[src/source/frv_pkg.sv]
/*
 * Widths, opcodes and pipeline record types shared by the four-stage
 * RISC-V integer core. Every RTL module imports this package in its header.
 */
package frv_pkg;

    // Widths and reset state
    // --------------------------------------------------
    localparam int XLEN       = 32;             // Data and address width
    localparam int REG_ADDR_W = 5;              // Register index width
    localparam logic [XLEN-1:0] RESET_PC = 32'h8000_0000;

    // Major opcodes
    localparam logic [6:0] OPC_LUI    = 7'b0110111;
    localparam logic [6:0] OPC_OP_IMM = 7'b0010011;
    localparam logic [6:0] OPC_OP     = 7'b0110011;
    localparam logic [6:0] OPC_BRANCH = 7'b1100011;
    localparam logic [6:0] OPC_JAL    = 7'b1101111;

    typedef logic [XLEN-1:0]       word_t;
    typedef logic [REG_ADDR_W-1:0] reg_addr_t;

    typedef enum logic [3:0] {
        UOP_ADD, UOP_SUB, UOP_AND, UOP_OR, UOP_XOR, UOP_SLT,
        UOP_LUI, UOP_BEQ, UOP_BNE, UOP_JAL, UOP_NOP
    } uop_e;

    // Instruction word views
    // --------------------------------------------------
    typedef struct packed {
        logic [6:0] funct7;
        reg_addr_t  rs2;
        reg_addr_t  rs1;
        logic [2:0] funct3;
        reg_addr_t  rd;
        logic [6:0] opcode;
    } instr_r_t;

    typedef struct packed {
        logic [11:0] imm;                       // Sign bit in imm[11]
        reg_addr_t   rs1;
        logic [2:0]  funct3;
        reg_addr_t   rd;
        logic [6:0]  opcode;
    } instr_i_t;

    typedef struct packed {
        logic       imm12;                      // Sign bit
        logic [5:0] imm10_5;
        reg_addr_t  rs2;
        reg_addr_t  rs1;
        logic [2:0] funct3;
        logic [3:0] imm4_1;
        logic       imm11;
        logic [6:0] opcode;
    } instr_b_t;

    typedef union packed {
        instr_r_t r;
        instr_i_t i;
        instr_b_t b;
    } instr_u;

    // Stage records
    // --------------------------------------------------
    typedef struct packed {
        word_t     pc;
        instr_u    instr;
        reg_addr_t rd;
        uop_e      uop;
        reg_addr_t rs1;
        reg_addr_t rs2;
        word_t     imm;                         // Branch / jump offset
        word_t     opr_a;
        word_t     opr_b;                       // Already swapped for imm ops
    } dec_op_t;

    typedef struct packed {
        word_t     pc;
        instr_u    instr;
        reg_addr_t rd;
        word_t     wdata;
        logic      taken;                       // Redirect fetch on retire
        word_t     target;
    } ex_res_t;

    typedef struct packed {
        logic      valid;
        reg_addr_t rd;
        word_t     wdata;
    } fwd_t;

    typedef struct packed {
        word_t     pc;
        word_t     instr;
        reg_addr_t rd;
        word_t     wdata;
    } trace_t;

endpackage

[src/source/frv_decode.sv]
/*
 * Decode stage. Turns the fetched word into a micro-op with its immediate,
 * takes forwarded operands and loads the decode-to-execute register.
 */
`timescale 1ns/1ps

module frv_decode import frv_pkg::*; (
    input  logic      g_clk,                   // Global clock
    input  logic      reset,                   // Synchronous reset
    input  logic      s1_valid,                // Word present
    input  word_t     s1_pc,                   // Its pc
    input  instr_u    s1_instr,                // Word to decode
    output logic      s1_busy,                 // Cannot take the word
    output reg_addr_t s1_rs1,                  // Source index 1
    output reg_addr_t s1_rs2,                  // Source index 2
    input  word_t     opr_a,                   // Forwarded rs1 value
    input  word_t     opr_b,                   // Forwarded rs2 value
    input  logic      flush,                   // Control flow change
    input  logic      s2_busy,                 // Execute stalled
    output logic      s2_valid,                // Register holds an op
    output dec_op_t   s2_op                    // Decoded op
);

    uop_e      uop;
    word_t     imm;
    logic      use_imm;                        // Operand B is the immediate
    reg_addr_t rd;
    word_t     imm_i;
    word_t     imm_b;
    word_t     imm_u;
    word_t     imm_j;

    // Immediates
    // --------------------------------------------------
    assign imm_i = {{20{s1_instr.i.imm[11]}}, s1_instr.i.imm};
    assign imm_b = {{20{s1_instr.b.imm12}}, s1_instr.b.imm11, s1_instr.b.imm10_5,
                    s1_instr.b.imm4_1, 1'b0};
    assign imm_u = {s1_instr[31:12], 12'b0};
    assign imm_j = {{12{s1_instr[31]}}, s1_instr[19:12], s1_instr[20],
                    s1_instr[30:21], 1'b0};

    assign s1_rs1  = s1_instr.r.rs1;
    assign s1_rs2  = s1_instr.r.rs2;
    assign s1_busy = s2_valid && s2_busy;
    assign rd      = (uop == UOP_NOP) ? '0 : s1_instr.r.rd;    // NOP never writes

    always_comb begin
        uop     = UOP_NOP;                     // Anything unknown
        imm     = imm_i;
        use_imm = 1'b0;
        case (s1_instr.r.opcode)
            OPC_LUI: begin
                uop     = UOP_LUI;
                imm     = imm_u;
                use_imm = 1'b1;
            end
            OPC_OP_IMM: begin
                if (s1_instr.i.funct3 == 3'b000) begin
                    uop     = UOP_ADD;         // ADDI
                    use_imm = 1'b1;
                end
            end
            OPC_OP: begin
                if (s1_instr.r.funct7 == 7'b0100000) begin
                    if (s1_instr.r.funct3 == 3'b000) begin
                        uop = UOP_SUB;
                    end
                end else if (s1_instr.r.funct7 == 7'b0000000) begin
                    case (s1_instr.r.funct3)
                        3'b000:  uop = UOP_ADD;
                        3'b010:  uop = UOP_SLT;
                        3'b100:  uop = UOP_XOR;
                        3'b110:  uop = UOP_OR;
                        3'b111:  uop = UOP_AND;
                        default: uop = UOP_NOP;
                    endcase
                end
            end
            OPC_BRANCH: begin
                imm = imm_b;
                if (s1_instr.b.funct3 == 3'b000) begin
                    uop = UOP_BEQ;
                end else if (s1_instr.b.funct3 == 3'b001) begin
                    uop = UOP_BNE;
                end
            end
            OPC_JAL: begin
                uop = UOP_JAL;
                imm = imm_j;
            end
            default: uop = UOP_NOP;
        endcase
    end

    // Decode to execute register
    // --------------------------------------------------
    always_ff @(posedge g_clk) begin
        if (reset || flush) begin
            s2_valid <= 1'b0;
        end else if (!s1_busy) begin
            s2_valid <= s1_valid;
        end
    end

    always_ff @(posedge g_clk) begin
        if (s1_valid && !s1_busy) begin
            s2_op.pc    <= s1_pc;
            s2_op.instr <= s1_instr;
            s2_op.rd    <= rd;
            s2_op.uop   <= uop;
            s2_op.rs1   <= s1_rs1;
            s2_op.rs2   <= s1_rs2;
            s2_op.imm   <= imm;
            s2_op.opr_a <= opr_a;
            s2_op.opr_b <= use_imm ? imm : opr_b;
        end
    end

endmodule

[src/source/frv_execute.sv]
/*
 * Execute stage. ALU for the supported integer ops, branch compare and
 * target add, then the execute-to-writeback register.
 */
`timescale 1ns/1ps

module frv_execute import frv_pkg::*; (
    input  logic    g_clk,                     // Global clock
    input  logic    reset,                     // Synchronous reset
    input  logic    s2_valid,                  // Op present
    input  dec_op_t s2_op,                     // Decoded op
    output logic    s2_busy,                   // Cannot take an op
    input  logic    flush,                     // Control flow change
    output fwd_t    fwd_s2,                    // Result for forwarding
    output logic    s3_valid,                  // Result present
    output ex_res_t s3_res                     // Result record
);

    word_t     result;
    logic      taken;
    logic      eq;
    logic      is_branch;
    reg_addr_t rd_x;

    assign eq        = (s2_op.opr_a == s2_op.opr_b);
    assign is_branch = (s2_op.uop == UOP_BEQ) || (s2_op.uop == UOP_BNE);
    assign rd_x      = is_branch ? '0 : s2_op.rd;      // Branches write nothing
    assign s2_busy   = 1'b0;                           // Writeback takes one per cycle

    always_comb begin
        result = '0;
        taken  = 1'b0;
        case (s2_op.uop)
            UOP_ADD: result = s2_op.opr_a + s2_op.opr_b;
            UOP_SUB: result = s2_op.opr_a - s2_op.opr_b;
            UOP_AND: result = s2_op.opr_a & s2_op.opr_b;
            UOP_OR:  result = s2_op.opr_a | s2_op.opr_b;
            UOP_XOR: result = s2_op.opr_a ^ s2_op.opr_b;
            UOP_SLT: result = {{(XLEN-1){1'b0}}, $signed(s2_op.opr_a) < $signed(s2_op.opr_b)};
            UOP_LUI: result = s2_op.opr_b;             // Immediate already in B
            UOP_BEQ: taken = eq;
            UOP_BNE: taken = !eq;
            UOP_JAL: begin
                result = s2_op.pc + 32'd4;             // Link value
                taken  = 1'b1;
            end
            default: result = '0;
        endcase
    end

    assign fwd_s2 = '{valid: s2_valid, rd: rd_x, wdata: result};

    // Execute to writeback register
    // --------------------------------------------------
    always_ff @(posedge g_clk) begin
        if (reset || flush) begin
            s3_valid <= 1'b0;
        end else if (!s2_busy) begin
            s3_valid <= s2_valid;
        end
    end

    always_ff @(posedge g_clk) begin
        if (s2_valid && !s2_busy) begin
            s3_res.pc     <= s2_op.pc;
            s3_res.instr  <= s2_op.instr;
            s3_res.rd     <= rd_x;
            s3_res.wdata  <= result;
            s3_res.taken  <= taken;
            s3_res.target <= s2_op.pc + s2_op.imm;     // Branch and JAL target
        end
    end

endmodule

[src/source/frv_fetch.sv]
/*
 * Fetch stage. Issues one instruction-bus request at a time, holds the
 * returned word in a one-entry buffer for decode, and takes the new pc
 * from writeback once the bus has drained.
 */
`timescale 1ns/1ps

module frv_fetch import frv_pkg::*; (
    input  logic   g_clk,                      // Global clock
    input  logic   reset,                      // Synchronous reset
    input  logic   cf_req,                     // Control flow change
    input  word_t  cf_target,                  // Change destination
    output logic   cf_ack,                     // Change taken
    output logic   imem_req,                   // Start request
    output logic   imem_ack,                   // Response accepted
    output word_t  imem_addr,                  // Request address
    input  logic   imem_gnt,                   // Request accepted
    input  logic   imem_recv,                  // Response present
    input  word_t  imem_rdata,                 // Response word
    input  logic   s1_busy,                    // Decode stalled
    output logic   s1_valid,                   // Buffer full
    output word_t  s1_pc,                      // Buffered pc
    output instr_u s1_instr                    // Buffered word
);

    logic  run_q;                              // Set one cycle after reset
    logic  stuck_q;                            // Request left ungranted
    logic  pend_q;                             // Response outstanding
    word_t pc_q;                               // Next fetch address
    word_t rsp_pc_q;                           // Address of pending request
    logic  rsp_take;
    logic  flush;

    assign flush     = cf_req && cf_ack;
    assign rsp_take  = imem_recv && imem_ack;
    assign imem_ack  = pend_q && !(s1_valid && s1_busy);   // Back-pressure holds bus
    assign imem_req  = stuck_q || (run_q && !cf_req && (!pend_q || rsp_take));
    assign imem_addr = pc_q;
    assign cf_ack    = cf_req && !pend_q && !stuck_q;      // Bus must be idle

    always_ff @(posedge g_clk) begin
        if (reset) begin
            run_q    <= 1'b0;
            stuck_q  <= 1'b0;
            pend_q   <= 1'b0;
            pc_q     <= RESET_PC;
            s1_valid <= 1'b0;
        end else begin
            run_q   <= 1'b1;
            stuck_q <= imem_req && !imem_gnt;
            if (imem_req && imem_gnt) begin
                pend_q <= 1'b1;
            end else if (rsp_take) begin
                pend_q <= 1'b0;
            end
            if (flush) begin
                pc_q <= cf_target;                 // Redirect
            end else if (imem_req && imem_gnt) begin
                pc_q <= pc_q + 32'd4;
            end
            if (flush) begin
                s1_valid <= 1'b0;                  // Wrong-path word dropped
            end else if (rsp_take) begin
                s1_valid <= 1'b1;
            end else if (!s1_busy) begin
                s1_valid <= 1'b0;
            end
        end
    end

    always_ff @(posedge g_clk) begin
        if (imem_req && imem_gnt) begin
            rsp_pc_q <= pc_q;
        end
        if (rsp_take) begin
            s1_pc    <= rsp_pc_q;
            s1_instr <= imem_rdata;
        end
    end

    // Address may not move under a waiting request
    a_addr_hold: assert property (@(posedge g_clk) disable iff (reset)
        imem_req && !imem_gnt |=> imem_req && $stable(imem_addr));

endmodule

[src/source/frv_forward.sv]
/*
 * Operand forwarding for decode. Each source index is compared with the
 * execute and writeback destinations; the youngest match wins, else the
 * register file value is used.
 */
`timescale 1ns/1ps

module frv_forward import frv_pkg::*; (
    input  reg_addr_t rs1,                     // Decode source 1
    input  reg_addr_t rs2,                     // Decode source 2
    input  word_t     rf_rdata1,               // Register file port 1
    input  word_t     rf_rdata2,               // Register file port 2
    input  fwd_t      fwd_s2,                  // Execute result
    input  fwd_t      fwd_s3,                  // Writeback result
    output word_t     opr_a,                   // Operand A
    output word_t     opr_b                    // Operand B
);

    // Execute beats writeback beats the register file
    function automatic word_t fwd_pick(input reg_addr_t rs, input word_t rf_data,
                                       input fwd_t young, input fwd_t old);
        logic nz;
        nz = |rs;                              // x0 never forwarded
        if (nz && young.valid && young.rd == rs) begin
            return young.wdata;
        end
        if (nz && old.valid && old.rd == rs) begin
            return old.wdata;
        end
        return rf_data;
    endfunction

    assign opr_a = fwd_pick(rs1, rf_rdata1, fwd_s2, fwd_s3);
    assign opr_b = fwd_pick(rs2, rf_rdata2, fwd_s2, fwd_s3);

endmodule

[src/source/frv_gprs.sv]
/*
 * General purpose register file. Two combinational read ports and one
 * write port. Entry 0 is cleared by reset and never written, so x0 reads
 * as zero.
 */
`timescale 1ns/1ps

module frv_gprs import frv_pkg::*; (
    input  logic      g_clk,                   // Global clock
    input  logic      reset,                   // Synchronous reset
    input  reg_addr_t rs1_addr,                // Read port 1 index
    input  reg_addr_t rs2_addr,                // Read port 2 index
    output word_t     rs1_data,                // Read port 1 data
    output word_t     rs2_data,                // Read port 2 data
    input  logic      rd_wen,                  // Write enable
    input  reg_addr_t rd_addr,                 // Write index
    input  word_t     rd_wdata                 // Write data
);

    word_t regs [32];                          // Entry 0 cleared by reset only

    assign rs1_data = regs[rs1_addr];
    assign rs2_data = regs[rs2_addr];

    always_ff @(posedge g_clk) begin
        if (reset) begin
            regs[0] <= '0;                     // x0 reads as zero
        end else if (rd_wen && rd_addr != '0) begin
            regs[rd_addr] <= rd_wdata;
        end
    end

    // x0 survives every write
    a_x0_zero: assert property (@(posedge g_clk) disable iff (reset)
        (rs1_addr == '0 |-> rs1_data == '0) and (rs2_addr == '0 |-> rs2_data == '0));

endmodule

[src/source/frv_pipeline.sv]
/*
 * Top level of the four-stage core. Wires fetch, decode, execute and
 * writeback with the register file and operand forwarding.
 */
`timescale 1ns/1ps

module frv_pipeline import frv_pkg::*; (
    input  logic   g_clk,                      // Global clock
    input  logic   reset,                      // Synchronous reset
    output logic   imem_req,                   // Start request
    output word_t  imem_addr,                  // Request address
    input  logic   imem_gnt,                   // Request accepted
    input  logic   imem_recv,                  // Response present
    output logic   imem_ack,                   // Response accepted
    input  word_t  imem_rdata,                 // Response word
    output logic   trs_valid,                  // Retirement pulse
    output trace_t trs                         // Retirement record
);

    logic      cf_req;                         // Control flow change bus
    logic      cf_ack;
    word_t     cf_target;
    logic      flush;                          // Clears every stage register

    logic      s1_valid;                       // Fetch to decode
    logic      s1_busy;
    word_t     s1_pc;
    instr_u    s1_instr;
    reg_addr_t s1_rs1;
    reg_addr_t s1_rs2;
    word_t     rf_rdata1;
    word_t     rf_rdata2;
    word_t     opr_a;                          // Forwarded operands
    word_t     opr_b;

    logic      s2_valid;                       // Decode to execute
    logic      s2_busy;
    dec_op_t   s2_op;
    fwd_t      fwd_s2;

    logic      s3_valid;                       // Execute to writeback
    ex_res_t   s3_res;
    fwd_t      fwd_s3;

    logic      gpr_wen;                        // Register write port
    reg_addr_t gpr_rd;
    word_t     gpr_wdata;

    assign flush = cf_req && cf_ack;

    // Stages
    // --------------------------------------------------
    frv_fetch i_pipeline_s0_fetch (
        .g_clk, .reset,
        .cf_req, .cf_target, .cf_ack,
        .imem_req, .imem_ack, .imem_addr, .imem_gnt, .imem_recv, .imem_rdata,
        .s1_busy, .s1_valid, .s1_pc, .s1_instr
    );

    frv_decode i_pipeline_s1_decode (
        .g_clk, .reset,
        .s1_valid, .s1_pc, .s1_instr, .s1_busy, .s1_rs1, .s1_rs2,
        .opr_a, .opr_b,
        .flush,
        .s2_busy, .s2_valid, .s2_op
    );

    frv_forward i_forward (
        .rs1       (s1_rs1   ),
        .rs2       (s1_rs2   ),
        .rf_rdata1 (rf_rdata1),
        .rf_rdata2 (rf_rdata2),
        .fwd_s2, .fwd_s3,
        .opr_a, .opr_b
    );

    frv_execute i_pipeline_s2_execute (
        .g_clk, .reset,
        .s2_valid, .s2_op, .s2_busy,
        .flush,
        .fwd_s2, .s3_valid, .s3_res
    );

    frv_writeback i_pipeline_s3_writeback (
        .g_clk, .reset,
        .s3_valid, .s3_res, .fwd_s3,
        .cf_req, .cf_target, .cf_ack,
        .gpr_wen, .gpr_rd, .gpr_wdata,
        .trs_valid, .trs
    );

    // Register file
    // --------------------------------------------------
    frv_gprs i_gprs (
        .g_clk, .reset,
        .rs1_addr (s1_rs1   ),             // Decode source 1
        .rs2_addr (s1_rs2   ),             // Decode source 2
        .rs1_data (rf_rdata1),
        .rs2_data (rf_rdata2),
        .rd_wen   (gpr_wen  ),
        .rd_addr  (gpr_rd   ),
        .rd_wdata (gpr_wdata)
    );

endmodule

[src/source/frv_writeback.sv]
/*
 * Writeback stage. Retires each result into the register file, emits the
 * trace record and raises the control-flow request for taken ops.
 */
`timescale 1ns/1ps

module frv_writeback import frv_pkg::*; (
    input  logic      g_clk,                   // Global clock
    input  logic      reset,                   // Synchronous reset
    input  logic      s3_valid,                // Result present
    input  ex_res_t   s3_res,                  // Result record
    output fwd_t      fwd_s3,                  // Result for forwarding
    output logic      cf_req,                  // Control flow change
    output word_t     cf_target,               // Change destination
    input  logic      cf_ack,                  // Change taken by fetch
    output logic      gpr_wen,                 // Register write
    output reg_addr_t gpr_rd,                  // Destination
    output word_t     gpr_wdata,               // Write data
    output logic      trs_valid,               // Retirement pulse
    output trace_t    trs                      // Retirement record
);

    logic retire;

    // Anything behind a pending redirect is wrong path
    assign retire    = s3_valid && !cf_req;

    assign gpr_wen   = retire;
    assign gpr_rd    = s3_res.rd;
    assign gpr_wdata = s3_res.wdata;
    assign fwd_s3    = '{valid: retire, rd: s3_res.rd, wdata: s3_res.wdata};

    assign trs_valid = retire;
    assign trs       = '{pc: s3_res.pc, instr: s3_res.instr, rd: s3_res.rd,
                         wdata: s3_res.wdata};

    always_ff @(posedge g_clk) begin
        if (reset) begin
            cf_req <= 1'b0;
        end else if (cf_ack) begin
            cf_req <= 1'b0;
        end else if (retire && s3_res.taken) begin
            cf_req <= 1'b1;                    // Held until fetch acks
        end
    end

    always_ff @(posedge g_clk) begin
        if (retire && s3_res.taken) begin
            cf_target <= s3_res.target;
        end
    end

    // Fetch may ack only a raised request
    a_ack_needs_req: assert property (@(posedge g_clk) disable iff (reset)
        cf_ack |-> cf_req);

endmodule

[config.mk]
export PLATFORM = sky130hd
export DESIGN_NAME = frv_pipeline
export DESIGN_NICKNAME = d
export VERILOG_FILES = /design/src/source/frv_pkg.sv /design/src/source/frv_decode.sv /design/src/source/frv_execute.sv /design/src/source/frv_fetch.sv /design/src/source/frv_forward.sv /design/src/source/frv_gprs.sv /design/src/source/frv_pipeline.sv /design/src/source/frv_writeback.sv
export SDC_FILE = /design/constraint.sdc
export NUM_CORES = 2
export LEC_CHECK = 0
export BUFFER_PORTS_ARGS = -buffer_cell sky130_fd_sc_hd__buf_4
export CORE_UTILIZATION = 50
export CTS_CLUSTER_SIZE = 12
export DETAILED_ROUTE_END_ITERATION = 7
export PLACE_DENSITY = 0.66
export SKIP_CTS_REPAIR_TIMING = 1
export SLEW_MARGIN = 5
export SYNTH_ARGS = -nofsm -noshare
export SYNTH_HDL_FRONTEND = slang
export SYNTH_SLANG_ARGS = --single-unit
[constraint.sdc]
create_clock -name g_clk -period 8.79 [get_ports g_clk]
set_input_delay 0.4395 -clock g_clk [delete_from_list [all_inputs] [get_ports g_clk]]
set_output_delay 0.4395 -clock g_clk [all_outputs]
set_load 0.01 [all_outputs]
# Word level (Yosys, flattened, before mapping)
# Memory sizes are Yosys's and may differ from the RTL's. A register that Yosys moved wholly into a read port is not among the register bits.
# Cells that the tools add are included.
# classes
mux,45
n_reduce_logical,39
bitwise_logic,3
n_lt_le_gt_ge,1
n_addsub,5
eq_ne,26
# op_table
op,n
2-to-1 mux 32 bit,12
case mux 32 bit (8 select lines),1
case mux 31 bit (3 select lines),1
"adder 32 x 3 -> 32 bit, second input constant",2
adder 32 bit,2
case mux 4 bit (5 select lines),2
AND 32 bit,1
== test 32 bit,1
< comparator 32 bit,1
OR 32 bit,1
OR reduction 32 bit,1
subtractor 32 bit,1
bitwise XOR 32 bit,1
"== test 7 x 6 -> 1 bit, second input constant",3
== test 5 bit,4
2-to-1 mux 4 bit,5
2-to-1 mux 5 bit,4
logical AND 1 bit,19
2-to-1 mux 1 bit,17
"== test 4 x 3 -> 1 bit, second input constant",4
"== test 7 bit, second input constant",2
"== test 4 bit, second input constant",3
OR reduction 5 bit,2
"== test 3 bit, second input constant",3
other kinds (16),26
# word_totals
register_bits,470
elab_cells,145
input_bits,36
ramBits,1024
mem_count,1
# memory_table
name,depth,width,read_ports,rd_clocked_by_memory_dff,wr,line,source
i_gprs.regs,32,32,2,2,1,frv_gprs.sv:20,word_t regs [32];

# Logic depth before layout (Yosys ltp)
# logic_depth
word_depth,10
depth_mapped,14
ltp_nobuf,13

# Modules after synthesis
# Synthesis repeated with hierarchy kept, for this count alone.
# hier_totals
hier_cells,5954
area_unflattened_um2,76253.1
# by_module_without_submodules
module,instances,area_per_inst_um2,seq_area_each_um2,cells_per_inst
frv_gprs,1,48998.2,30749.5,3431
frv_execute,1,11712.5,4043.9,1276
frv_decode,1,6367.4,5064.9,335
frv_fetch,1,4742.0,3603.5,330
frv_writeback,1,2339.7,980.9,214
frv_forward,1,2087.0,0.0,367
frv_pipeline,1,6.3,0.0,1

# Least setup slack after synthesis
# OpenSTA, ideal clock, no wires.
# synth_path
kind,reg-to-reg
start,register i_pipeline_s1_decode.s2_valid
end,register i_pipeline_s1_decode.s2_op[19] (netlist name)
setup_time_ps,254
arrival_time_ps,4989
t_required_ps,8536
path_stages_with_launch,7
setup_slack_ps,3547
n_path_buf,2
cell_sequence,dfxtp_1 -> o2111ai_1 -> nor3_1 -> clkbuf_1 -> clkbuf_1 -> nand2_1 -> o21a_1
# synth_via
elab_chain_len,5
# synth_lines
element,line,source
"start, declared",frv_decode.sv:20,"output logic s2_valid,"
"start signal, assigned",frv_decode.sv:101,s2_valid <= s1_valid;
logical AND 1 bit (2 in series),frv_forward.sv:24,if (nz && young.valid && young.rd == rs) begin
2-to-1 mux 1 bit,frv_forward.sv:24,
2-to-1 mux 32 bit,frv_forward.sv:27,if (nz && old.valid && old.rd == rs) begin
2-to-1 mux 32 bit,frv_decode.sv:115,s2_op.opr_b <= use_imm ? imm : opr_b;
# Every way passes these cells.
# A chain may end at the register's enable or synchronous reset.

# Final worst setup path
# layout_path
start,register i_pipeline_s1_decode.s2_op[147] (netlist name)
end,register i_pipeline_s2_execute.s3_res[28] (netlist name)
# layout_via
elab_chain_len,1
# layout_lines
element,line,source
adder 32 bit,frv_execute.sv:70,s3_res.target <= s2_op.pc + s2_op.imm;
# Every way passes these cells.

==> flow_summary.yaml <==
outcome:
  status: "complete, but fails checks"
  violations: "DRC"
placed_design:
  port_buffers: 171
  placedCellCount: 6169
  dp_hpwl_um: 135000
  routabilityCongestion: 1.02
global_routing:
  grt_antenna_before_repair: 8
  grt_max_degree: 128
  grt_pass1_vias: 43400
  grt_pass1_wl_um: 317000
  grtUsageTotal_pct: 30.6
  grt-ovfl-total: 0
timing:
  skew_ns: 0.0344
  setup_viol: 0
  fmax_ghz: 0.219
  min_period_over_period_pct: 51.8
  timing.final.crit_period_ns: 4.56
  hold_viol: 0
  finalMaxSlewViolations: 0
  worstMarginPinSlew_ns: 1.29
  rsz0062_at_grt: "no"
  maxSlewHeadroom_pct: 11.6
  setup-tns-final_ns: 0
worst_setup_path:
  crit_arrival_ns: 5.11
  cp_max_fo: 4
  worst-path-stages: 13
  crit_start: "i_pipeline_s1_decode.s2_op[147]"
  crit_type: "reg -> reg"
  reg2reg_depth: 13
  max_stage_delay_ns: 1.09
  critPathTopFamily: "compound AO/OA/AOI/OAI gates"
  crit_slowest_cell: "a2111oi_0"
  reg2reg_from: "i_pipeline_s1_decode.s2_op[147]"
  cp_cell_sequence: "ha_1 -> inv_1 -> fa_1 -> nor2b_1 -> o21a_1 -> o21ai_0 -> a211o_1 -> a2111oi_0 -> nor3_1 -> o31ai_1 -> a21o_1 -> a21oi_1 -> xnor2_1"
  cp_num_buf_inv: 1
  start_kind: "flop"
  worstPathRequired_ns: 9.34
  cp-end-kind: "flop"
cts:
  clk_path_buf_depth: 3
  cts-root-buf: "clkbuf_16"
  clk_pin_slew_ns: 0.06
  htree_num_levels: 4
  clock_latency_ns: 0.82
  cts_tree: "done"
  cts_made_buffers: 159
  cts_sinks: 1503
route:
  initialDrtViolationCount: 5679
  vias: 43900
  drcViolationCount: 36
  drt-total-wl_um: 224000
  firstDrtPassIters: 8
  vias_per_cell: 6.77
  wl_per_cell_um: 34.6
  drtAntennaViolNets: 0
power_and_ir_drop:
  power.total_mw: 14.8
  power.leakage_nw: 28.6
  power_density_nw_per_um2: 184
  irDropWorstVdd_mv: 0.173
cells_and_area:
  fin_cells: 6479
  drive_above_1_share_pct: 26.2
  syn_to_final_growth_pct: 11.0
  multi_input_area_um2: 26000
  regArea_um2: 44700
  finalNetCount: 4643
  fillCellCount: 11000
synthesis:
  synth_seq_cells: 1503
  synth_seq_area_share_pct: 61.4
  synth.distinct_cells: 83
  synth_edf_count: 1454
  syn_area_um2: 72700
  yosysWarnings: 0
  syn_area_per_cell_um2: 16.6
  synth-main-ff-cell: "edfxtp_1"
  synth_top_area_share_pct: 60.0
  postSynthCellCount: 4377
  ys_async_sr_fraction_pct: 0
  synth_area_leaders: "edfxtp_1, mux4_2, ha_1"
  syn_nets: 4559
  synth_area_leader_cell: "edfxtp_1"
min_path:
  hp-class: "in -> reg"
  hold_start: "imem_rdata[10]"
  min_path_cells: 2
die:
  rows: 139
  die-height_um: 383
  start_util_pct: 50.5
  core-area_um2: 144000
  ios: 172
  die-area_um2: 147000
  die_w_um: 383
job:
  drv_cap: 0
## power by group
part	switching, mW	leakage, nW	total [mW]	internal [mW]
sequential	0.0798	15.4	7.89	7.81
clock	2.75	2.31	6.29	3.55
combinational	0.360	10.8	0.663	0.303
## placed cells by master, fill, tap and decap left out, drive strengths merged, types with 43 or more instances in the layout
master / instances
nor2: 236
and2: 43
xnor2: 57
dfxtp: 49
a21oi: 154
mux2i: 68
nand2: 208
a211oi: 47
clkbuf: 222
o21ai: 168
nand3: 50
inv: 151
edfxtp: 1454
buf: 257
mux4: 640
ha: 143
## state kept, by name (all words and copies together), names as in the netlist, 32 cells and up, named ones only
name	cells
i_pipeline_s0_fetch.imem_addr	32
i_pipeline_s0_fetch.rsp_pc_q	32
i_pipeline_s0_fetch.s1_instr	32
i_pipeline_s1_decode.s2_op	168
i_pipeline_s3_writeback.cf_target	32
i_pipeline_s2_execute.s3_res	134
i_pipeline_s0_fetch.s1_pc	32
i_gprs.regs	1024
## synth_stat cells (28+ instances only)
master / instances
a21o_1: 42
buf_4: 101
a211oi_1: 47
nor3_1: 42
xor2_1: 42
ha_1: 143
xnor2_1: 57
a21oi_1: 154
buf_2: 28
edfxtp_1: 1454
nand2_1: 208
buf_1: 46
mux2i_1: 68
mux4_2: 640
nand4_1: 31
dfxtp_1: 49
nand3_1: 50
nor2_1: 236
and2_1: 43
inv_1: 145
o21ai_0: 166
clkbuf_1: 193
## per-layer routing
layer  wire length (µm)  GRT usage, %
met1              84400          41.0
met2             107000          49.0
met3              21300          5.69
met4              11000          14.0
met5                 44             0
## cell families after synthesis
logic type	count (synthesis)	share of synthesized area (%)
and+or+nand+nor	738	4.76
DFF	1503	61.4
AOI/OAI and AO/OA	655	5.91
xor gates and xnor gates	99	1.19
muxes	722	21.0
adders and majority gates	147	2.56
buffers and inverters	513	3.22
## worst paths after layout
kind | to | slack, ns
worst max-delay path | i_pipeline_s2_execute.s3_res[28] | 4.23
worst min-delay path | i_pipeline_s0_fetch.s1_instr[10] | 0.36
worst max register to register | i_pipeline_s2_execute.s3_res[28] | 4.23
worst min register to register | i_pipeline_s0_fetch.s1_pc[20] | 0.41
## metrics by stage
stage	hold slack (ns)	setup WS [ns]	area [µm²]	utilization (%)
CTS	-0.234	4.23	80400	55.8
detailed placement	0.405	4.25	75700	52.5
floorplan	0.400	3.55	72700	-
finish	0.360	4.23	80700	56.1
global route	0.346	4.09	80700	56.1
global placement	0.400	4.22	75700	52.5
## area by class of cell
class | count | area share [%]
Sequential cell | 1503 | 55.4
Multi-Input combinational cell | 2361 | 32.3
Clock buffer | 222 | 5.38
Tap cell | 1903 | 2.95
Timing Repair Buffer | 291 | 2.90
Inverter | 145 | 0.674
Clock inverter | 53 | 0.484
Antenna cell | 1 | 0.00310
Power figures use the tool's default switching activity.
